[config.mk]
export PLATFORM = sky130hd
export DESIGN_NAME = iwdg_top
export DESIGN_NICKNAME = d
export VERILOG_FILES = /design/src/verilog/iwdg_pkg.sv /design/src/verilog/iwdg_top.sv /design/src/verilog/iwdg_countdown.sv /design/src/verilog/iwdg_key_regs.sv /design/src/verilog/iwdg_bus_slave.sv
export VERILOG_INCLUDE_DIRS = /design/src /design/src/verilog
export SDC_FILE = /design/constraint.sdc
export NUM_CORES = 1
export LEC_CHECK = 0
export BUFFER_PORTS_ARGS = -buffer_cell sky130_fd_sc_hd__buf_2
export CELL_PAD_IN_SITES_DETAIL_PLACEMENT = 0
export CELL_PAD_IN_SITES_GLOBAL_PLACEMENT = 1
export CORE_ASPECT_RATIO = 0.5
export CORE_UTILIZATION = 42
export DETAILED_ROUTE_END_ITERATION = 8
export PLACE_DENSITY_LB_ADDON = 0.1
export SKIP_CTS_REPAIR_TIMING = 1
export SYNTH_ARGS = -nofsm -noshare
export SYNTH_HDL_FRONTEND = slang
export SYNTH_SLANG_ARGS = --single-unit
[constraint.sdc]
create_clock -name clk_lsi -period 2.3 [get_ports clk_lsi]
set_input_delay 0.575 -clock clk_lsi [delete_from_list [all_inputs] [get_ports clk_lsi]]
set_output_delay 0.575 -clock clk_lsi [all_outputs]
set_load 0.01 [all_outputs]
[src/verilog/iwdg_defs.svh]
`ifndef IWDG_DEFS_SVH
`define IWDG_DEFS_SVH

// Register map, seen from the bus
`define IWDG_BASE_ADR      32'h0100_0000         // Base of the watchdog window
`define IWDG_KR_OFS        32'h0000_0000         // Key register
`define IWDG_PR_OFS        32'h0000_0004         // Prescale register
`define IWDG_RLR_OFS       32'h0000_0008         // Reload register
`define IWDG_ST_OFS        32'h0000_000C         // Status register

// Key words written to the key register
`define IWDG_KEY_IDLE      16'h0000              // Stops the countdown
`define IWDG_KEY_COUNT     16'hCCCC              // Starts the countdown
`define IWDG_KEY_RELOAD    16'hAAAA              // One-shot reload, not stored
`define IWDG_KEY_ACCESS    16'h5555              // Unlocks PR and RLR writes

// Field widths
`define IWDG_DATA_W        16                    // Bus data and key
`define IWDG_PR_W          3                     // Prescale code
`define IWDG_RLR_W         12                    // Reload and counter value
`define IWDG_ST_W          2                     // Status bits

// Reset and limit values
`define IWDG_RLR_DEFAULT   12'hFFF               // Longest timeout after reset
`define IWDG_PR_MAX        3'd6                  // Code 6 divides by 256

`endif
[src/verilog/iwdg_pkg.sv]
`default_nettype none

package iwdg_pkg;

  `include "iwdg_defs.svh"

  typedef logic [31:0]                 iwdg_addr_t;    // Bus byte address
  typedef logic [`IWDG_DATA_W-1:0]     iwdg_data_t;    // Bus word, also the key
  typedef logic [`IWDG_PR_W-1:0]       iwdg_pr_t;      // Divider is 4 << code
  typedef logic [`IWDG_RLR_W-1:0]      iwdg_rlr_t;     // Reload and count value
  typedef logic [`IWDG_ST_W-1:0]       iwdg_status_t;  // Bit 0 PR update, bit 1 reload

  typedef enum logic [2:0] {
    sel_kr,                                            // Key register
    sel_pr,                                            // Prescale register
    sel_rlr,                                           // Reload register
    sel_st,                                            // Status register
    sel_none                                           // Unmapped address
  } iwdg_reg_sel_e;

  typedef enum logic [1:0] {
    st_idle,                                           // Waiting for cyc and stb
    st_access                                          // Ack cycle
  } bus_state_e;

  typedef struct packed {
    logic          valid;                              // High for the ack cycle only
    logic          write;                              // Write when set, else read
    iwdg_reg_sel_e sel;                                // Decoded register
    iwdg_data_t    wdata;                              // Captured write data
  } iwdg_reg_access_t;

  typedef struct packed {
    logic      enable;                                 // Key holds the count key
    logic      reload;                                 // One-cycle reload command
    iwdg_pr_t  prescale;                               // Current prescale code
    iwdg_rlr_t reload_value;                           // Value loaded into the counter
  } iwdg_count_ctrl_t;

endpackage

`default_nettype wire

[src/verilog/iwdg_top.sv]
`timescale 1ns/1ns
`default_nettype none

module iwdg_top
  import iwdg_pkg::*;
(
  input  logic       clk_lsi,                          // LSI oscillator clock
  input  logic       rst_m2s,                          // Bus reset, sync active high
  input  iwdg_addr_t adr_m2s,
  input  iwdg_data_t dat_m2s,
  input  logic       cyc_m2s,
  input  logic       stb_m2s,
  input  logic       we_m2s,
  output iwdg_data_t dat_s2m,
  output logic       ack_s2m,
  output logic       rst_iwdg                          // Watchdog reset pulse
);

  iwdg_reg_access_t reg_access;                        // Bus FSM to registers
  iwdg_data_t       rd_data;                           // Registers back to bus FSM
  iwdg_count_ctrl_t count_ctrl;                        // Registers to countdown

  iwdg_bus_slave iwdg_bus_slave_inst (
    .clk_lsi    (clk_lsi),
    .rst_m2s    (rst_m2s),
    .adr_m2s    (adr_m2s),
    .dat_m2s    (dat_m2s),
    .cyc_m2s    (cyc_m2s),
    .stb_m2s    (stb_m2s),
    .we_m2s     (we_m2s),
    .rd_data    (rd_data),
    .dat_s2m    (dat_s2m),
    .ack_s2m    (ack_s2m),
    .reg_access (reg_access)
  );

  iwdg_key_regs iwdg_key_regs_inst (
    .clk_lsi    (clk_lsi),
    .rst_m2s    (rst_m2s),
    .reg_access (reg_access),
    .rd_data    (rd_data),
    .count_ctrl (count_ctrl)
  );

  iwdg_countdown iwdg_countdown_inst (
    .clk_lsi    (clk_lsi),
    .rst_m2s    (rst_m2s),
    .count_ctrl (count_ctrl),
    .rst_iwdg   (rst_iwdg)
  );

endmodule

`default_nettype wire

[src/verilog/iwdg_countdown.sv]
`timescale 1ns/1ns
`default_nettype none

module iwdg_countdown
  import iwdg_pkg::*;
(
  input  logic             clk_lsi,
  input  logic             rst_m2s,
  input  iwdg_count_ctrl_t count_ctrl,
  output logic             rst_iwdg
);

  logic [7:0] pre_q;                                   // Prescaler, counts down to zero
  logic [7:0] pre_load;                                // Divider minus one
  iwdg_rlr_t  cnt_q;                                   // Watchdog down-counter
  logic       enable_q;                                // Enable one cycle ago
  logic       restart;
  logic       tick;

  // 4 << code, the 256 case wraps to zero and then to 255
  assign pre_load = 8'((9'd4 << count_ctrl.prescale) - 9'd1);

  assign restart = count_ctrl.reload || (count_ctrl.enable && !enable_q); // Reload or start
  assign tick    = count_ctrl.enable && !restart && (pre_q == '0); // Every divider cycles

  always_ff @(posedge clk_lsi)
  begin
    if (rst_m2s)
    begin
      pre_q    <= '0;
      cnt_q    <= '0;
      enable_q <= 1'b0;
    end
    else
    begin
      enable_q <= count_ctrl.enable;
      if (restart)
      begin
        pre_q <= pre_load;                             // Fresh prescaler period
        cnt_q <= count_ctrl.reload_value;
      end
      else if (count_ctrl.enable)
      begin
        if (tick)
        begin
          pre_q <= pre_load;
          if (cnt_q == '0)
            cnt_q <= count_ctrl.reload_value;          // Expired, start over
          else
            cnt_q <= cnt_q - 1'b1;
        end
        else
        begin
          pre_q <= pre_q - 1'b1;
        end
      end
      // Disabled, both counters hold
    end
  end

  assign rst_iwdg = tick && (cnt_q == '0);             // One cycle, decoded from flops

  // Stopping the key must also stop any reset
  a_rst_enabled: assert property (@(posedge clk_lsi) disable iff (rst_m2s)
    rst_iwdg |-> count_ctrl.enable);

endmodule

`default_nettype wire

[src/verilog/iwdg_key_regs.sv]
`timescale 1ns/1ns
`default_nettype none

`include "iwdg_defs.svh"

module iwdg_key_regs
  import iwdg_pkg::*;
(
  input  logic             clk_lsi,
  input  logic             rst_m2s,
  input  iwdg_reg_access_t reg_access,
  output iwdg_data_t       rd_data,
  output iwdg_count_ctrl_t count_ctrl
);

  iwdg_data_t   key_q;                                 // Last stored key word
  iwdg_pr_t     pr_q;                                  // Prescale code, 0 to 6
  iwdg_rlr_t    rlr_q;                                 // Reload value
  iwdg_status_t st_q;                                  // Sticky status bits
  logic         reload_q;                              // Reload command pulse
  logic         wr_en;
  logic         unlocked;
  iwdg_pr_t     pr_wr;
  iwdg_pr_t     pr_clamp;

  assign wr_en    = reg_access.valid && reg_access.write;  // Write in the ack cycle
  assign unlocked = (key_q == `IWDG_KEY_ACCESS);           // PR and RLR open
  assign pr_wr    = reg_access.wdata[`IWDG_PR_W-1:0];      // Code field of the word
  assign pr_clamp = (pr_wr > `IWDG_PR_MAX) ? `IWDG_PR_MAX : pr_wr; // Code 7 saturates

  always_ff @(posedge clk_lsi)
  begin
    if (rst_m2s)
    begin
      key_q    <= `IWDG_KEY_IDLE;
      pr_q     <= '0;                                  // Divide by 4
      rlr_q    <= `IWDG_RLR_DEFAULT;
      st_q     <= '0;
      reload_q <= 1'b0;
    end
    else
    begin
      reload_q <= 1'b0;                                // Pulse lasts one cycle
      if (wr_en)
      begin
        case (reg_access.sel)
          sel_kr:
          begin
            if (reg_access.wdata == `IWDG_KEY_RELOAD)
            begin
              reload_q <= 1'b1;                        // Key itself stays as it was
              st_q[1]  <= 1'b1;
            end
            else
            begin
              key_q <= reg_access.wdata;
            end
          end
          sel_pr:
          begin
            if (unlocked)
            begin
              pr_q    <= pr_clamp;
              st_q[0] <= 1'b1;                         // Flag the accepted update
            end
          end
          sel_rlr:
          begin
            if (unlocked)
            begin
              rlr_q <= reg_access.wdata[`IWDG_RLR_W-1:0];
            end
          end
          sel_st:  st_q <= st_q & ~reg_access.wdata[`IWDG_ST_W-1:0]; // Write one to clear
          default: ;                                   // Unmapped write dropped
        endcase
      end
    end
  end

  // Read mux, values before any write in the same ack cycle
  always_comb
  begin
    case (reg_access.sel)
      sel_kr:  rd_data = key_q;
      sel_pr:  rd_data = iwdg_data_t'(pr_q);
      sel_rlr: rd_data = iwdg_data_t'(rlr_q);
      sel_st:  rd_data = iwdg_data_t'(st_q);
      default: rd_data = '0;                           // Unmapped reads as zero
    endcase
  end

  assign count_ctrl.enable       = (key_q == `IWDG_KEY_COUNT);  // Level while counting
  assign count_ctrl.reload       = reload_q;
  assign count_ctrl.prescale     = pr_q;
  assign count_ctrl.reload_value = rlr_q;

  // Countdown shift amount must stay inside the 8-bit prescaler
  a_pr_range: assert property (@(posedge clk_lsi) disable iff (rst_m2s)
    pr_q <= `IWDG_PR_MAX);

endmodule

`default_nettype wire

[src/verilog/iwdg_bus_slave.sv]
`timescale 1ns/1ns
`default_nettype none

`include "iwdg_defs.svh"

module iwdg_bus_slave
  import iwdg_pkg::*;
(
  input  logic             clk_lsi,
  input  logic             rst_m2s,
  input  iwdg_addr_t       adr_m2s,
  input  iwdg_data_t       dat_m2s,
  input  logic             cyc_m2s,
  input  logic             stb_m2s,
  input  logic             we_m2s,
  input  iwdg_data_t       rd_data,                    // Read value from the register block
  output iwdg_data_t       dat_s2m,
  output logic             ack_s2m,
  output iwdg_reg_access_t reg_access
);

  bus_state_e    state_q;                              // Bus FSM state
  bus_state_e    state_d;
  iwdg_reg_sel_e sel_dec;                              // Select decoded from adr_m2s
  iwdg_reg_sel_e sel_q;                                // Select held for the ack cycle
  logic          we_q;                                 // Captured direction
  iwdg_data_t    wdata_q;                              // Captured write data
  logic          req;

  assign req = cyc_m2s && stb_m2s;                     // Valid bus cycle

  // Full 32-bit compare, anything off the four words falls to sel_none
  always_comb
  begin
    case (adr_m2s)
      `IWDG_BASE_ADR + `IWDG_KR_OFS:  sel_dec = sel_kr;
      `IWDG_BASE_ADR + `IWDG_PR_OFS:  sel_dec = sel_pr;
      `IWDG_BASE_ADR + `IWDG_RLR_OFS: sel_dec = sel_rlr;
      `IWDG_BASE_ADR + `IWDG_ST_OFS:  sel_dec = sel_st;
      default:                        sel_dec = sel_none;
    endcase
  end

  always_comb
  begin
    state_d = state_q;
    case (state_q)
      st_idle:   if (req) state_d = st_access;       // Request seen, ack next cycle
      st_access: state_d = st_idle;                  // Always a single ack cycle
      default:   state_d = st_idle;
    endcase
  end

  always_ff @(posedge clk_lsi)
  begin
    if (rst_m2s)
    begin
      state_q <= st_idle;
    end
    else
    begin
      state_q <= state_d;
    end
  end

  // Request payload, only sampled when leaving idle
  always_ff @(posedge clk_lsi)
  begin
    if (state_q == st_idle && req)
    begin
      we_q    <= we_m2s;
      sel_q   <= sel_dec;
      wdata_q <= dat_m2s;
    end
  end

  assign ack_s2m          = (state_q == st_access); // One-cycle ack
  assign dat_s2m          = (ack_s2m && !we_q) ? rd_data : '0; // Zero outside read ack
  assign reg_access.valid = ack_s2m;                 // Register block acts on the ack cycle
  assign reg_access.write = we_q;
  assign reg_access.sel   = sel_q;
  assign reg_access.wdata = wdata_q;

  // Master drops stb after ack, so acks never come back to back
  a_ack_single: assert property (@(posedge clk_lsi) disable iff (rst_m2s)
    ack_s2m |=> !ack_s2m);

endmodule

`default_nettype wire

==> results.txt <==
----------------------------------------------------
[Logic synthesis]
  Top_reg_cell synth ... dfxtp_1
  Count of distinct cell types in the synthesized netlist ... 57
  Post-synthesis cell count ... 410
  Synthesis Warnings ... 0
  Cell Area, Synth ... 3800 um2
  Register bit count reported by yosys ... 76
  Proportion of synthesized chip area in sequential cells ... 0.453
  Post-synthesis net count ... 467
  Average size of a mapped cell ... 9.27 um2
  Count of flip-flops with a built-in enable after synthesis ... 20
  Share of flip-flops with an asynchronous set or reset after synthesis ... 0

[Die]
  Total I/O pin count ... 71
  Effective utilization at floorplan ... 0.435
  Placeable core area ... 8740 um2
  Vertical extent of the die ... 69.3 um
  Number of placement rows ... 24
  Chip width ... 137 um
  Full die area ... 9460 um2

[Timing]
  Final number of setup-violating endpoints ... 16
  Slew @ Worst Pin ... 0.604 ns
  Setup Skew ... 0.00833 ns
  Min cycle time layout ... 2.41 ns
  Fmax ... 415 MHz
  Slew HR ... 0.598
  Smallest setup slack after layout ... -0.110 ns
  Number of max-slew violations in the final report ... 0
  Setup TNS after final layout ... -0.943 ns
  Final hold violations ... 0
  Period Utilization, post-route ... 1.05
  Setup repair after global routing missed its margin ... true

[Power]
  Share of power burned in combinational logic ... 0.035
  Sequential group share of total power ... 0.469
  Switching power as a share of total power ... 0.232
  Switching power total ... 0.000697 W
  Clock power frac ... 0.496
  Sum of internal, switching and leakage power ... 0.00301 W
  Cell Int Power ... 0.00231 W
  Power Density ... 620 nW/um2
  Peak VDD IR ... 0.322 mV
  Standby leakage power ... 1.92 nW

[Worst setup path]
  Setup crit end kind ... output port
  Critical Path Source Type ... flop
  Slowest cell on crit path ... or3b_4
  Arrival time of data at the critical path endpoint ... 1.84 ns
  Required time of the worst setup path ... 1.73 ns
  Critical setup path kind ... flop to output port
  Critical Path Max Stage Delay ... 0.42 ns
  Crit-path max FO ... 9
  Worst-path cell chain ... or3b_4, or2_4, buf_6, nor2_2, buf_2

[Route]
  Total number of vias ... 3491
  Detail Route Antenna Nets ... 0
  First-pass iteration count of the detailed router ... 5
  Routed wire per std cell ... 16.4 um
  Number of remaining DRC errors ... 0
  Via-per-instance ratio ... 5.64
  Initial detailed-routing violation count ... 207
  Total wire length after detailed routing ... 10100 um

[Clock network]
  H-tree Lvls ... 3
  Count of clock tree sinks ... 76
  Clock tree from TritonCTS ... yes
  Clock slew at the register clock pins of the worst setup and hold paths ... 0.07 ns
  Largest buffer count on any clock path ... 2
  Worst skew pair latency ... 0.34 ns
  Number of buffers created by CTS ... 9
  Clock root buffer master ... clkbuf_16

[Placed design]
  Sum of net half-perimeters after detailed placement ... 7350 um
  Placed instance area ... 4400 um2
  Number of buffers added on ports ... 70
  Final Wtd Congestion ... 0.798
  Cells after DPL ... 599

[Cells and area]
  Layout-stage area growth over the synthesis result ... 27.7%
  Fraction of layout instances using a drive strength above 1 ... 0.295
  Area taken by flip-flops and latches ... 1730 um2
  Final core utilization ... 0.555
  Fillcell total ... 766
  Number of standard cells in the layout, taps in and fillers out ... 619
  Area taken by multi-input logic gates ... 2040 um2
  Post-route standard cell area excluding fillers ... 4850 um2
  Final nets ... 554
  Diodes inserted ... 0

[Global route]
  Overall track demand over capacity in global routing ... 0.223
  Number of global-route vias before repair ... 3326
  Total overflow reported by the global router ... 0
  First-pass GRT wire length ... 16300 um
  Antenna violations before repair ... 0
  Maximum number of pins on one net before global-route repair ... 57

[Run status]
  Violations in the final reports ... setup timing
  Run status ... complete, but fails checks

[Job]
  Number of maximum-capacitance constraint violations ... 0

[Worst hold path]
  Hold crit path type ... primary input to flop

----------------------------------------------------
## worst max-delay path: cells and delay by family (launching register included)
family        cells  cell delay (ns)
simple gates      3             0.80
flops             1             0.40
buf+inv           2             0.29
## logic make-up after synthesis
| kind of cell | share of synthesized area |
|---|---|
| simple gates | 0.268 |
| fa+ha+maj | 0.0132 |
| xor+xnor | 0.00691 |
| flops | 0.453 |
| buf+inv | 0.0355 |
| compound gates | 0.153 |
| mux | 0.0698 |
## final timing paths
path	startpoint	to	slack, ns	cells past startpoint
worst min register to register	iwdg_key_regs_inst.st_q[1]	iwdg_key_regs_inst.st_q[1]	0.47	2
worst min-delay path	dat_m2s[4]	iwdg_bus_slave_inst.wdata_q[4]	0.40	1
worst max-delay path	iwdg_bus_slave_inst.we_q	dat_s2m[4]	-0.11	5
worst max register to register	iwdg_countdown_inst.pre_q[3]	iwdg_countdown_inst.cnt_q[0]	0.15	5
## layer usage
layer	track usage	vias to the layer above	wire, um
met2	0.341	113	4540
met4	0.0617	0	119
li1	-	1694	-
met5	0	-	0
met1	0.311	1671	4910
met3	0.0585	13	558
## layout make-up
cell class | count | area share
Sequential cell | 76 | 0.356
Tap cell | 117 | 0.0302
Multi-Input combinational cell | 299 | 0.420
Timing Repair Buffer | 98 | 0.120
Clock inverter | 7 | 0.0175
Clock buffer | 9 | 0.0464
Inverter | 13 | 0.0101
## power groups by stage
| stage | combinational, W | clock [W] | sequential, W |
|---|---|---|---|
| global route | 0.000114 | 0.00157 | 0.00141 |
| finish | 0.000105 | 0.00149 | 0.00141 |
| detailed placement | 0.000103 | 0 | 0.00144 |
| global placement | 0.000102 | 0 | 0.00144 |
| CTS | 0.000104 | 0.00152 | 0.00141 |
| floorplan | 0.0000473 | 0 | 0.00143 |
## state kept, by name, indices dropped and copies added (netlist names)
signal and cells:
iwdg_key_regs_inst.reload_q 1, iwdg_bus_slave_inst.wdata_q 16, iwdg_countdown_inst.enable_q 1, iwdg_bus_slave_inst.we_q 1, iwdg_key_regs_inst.pr_q 3, iwdg_bus_slave_inst.sel_q 3, iwdg_key_regs_inst.rlr_q 12, iwdg_countdown_inst.pre_q 8
iwdg_key_regs_inst.st_q 2, iwdg_bus_slave_inst.state_q 1, iwdg_countdown_inst.cnt_q 12, iwdg_key_regs_inst.key_q 16
## synth_stat cells (8+ instances only)
cell / number / area (um2)
a211o_1: 12 / 105
a21oi_1: 24 / 120
clkbuf_1: 18 / 67.6
dfxtp_1: 56 / 1120
edfxtp_1: 20 / 601
inv_1: 13 / 48.8
mux2i_1: 22 / 220
nand2_1: 31 / 116
nand3_1: 21 / 105
nor2_1: 35 / 131
nor2b_1: 26 / 163
nor3_1: 10 / 50.1
nor4_1: 9 / 56.3
o21ai_0: 15 / 75.1
o2bb2ai_1: 9 / 78.8
or3_1: 8 / 50.1
## cells in the final DEF, fill, tap and decap left out, types with 9 or more instances in the layout
cell type / count
inv_1: 12
mux2i_1: 22
dfxtp_1: 51
nand2_1: 30
a21oi_1: 24
o21ai_0: 14
a211o_1: 12
edfxtp_1: 20
nand3_1: 21
nor2b_1: 26
buf_4: 27
buf_2: 67
clkbuf_16: 9
nor2_1: 30
o2bb2ai_1: 9
## metrics by stage
| stage | hold WS [ns] | setup slack (ns) |
|---|---|---|
| after floorplan | 0.433 | 0.0443 |
| after global placement | 0.444 | 0.158 |
| after detailed placement | 0.461 | 0.111 |
| after CTS | 0.394 | -0.263 |
| after global routing | 0.390 | -0.163 |
| final | 0.403 | -0.110 |
(Power assumes the default switching activity.)
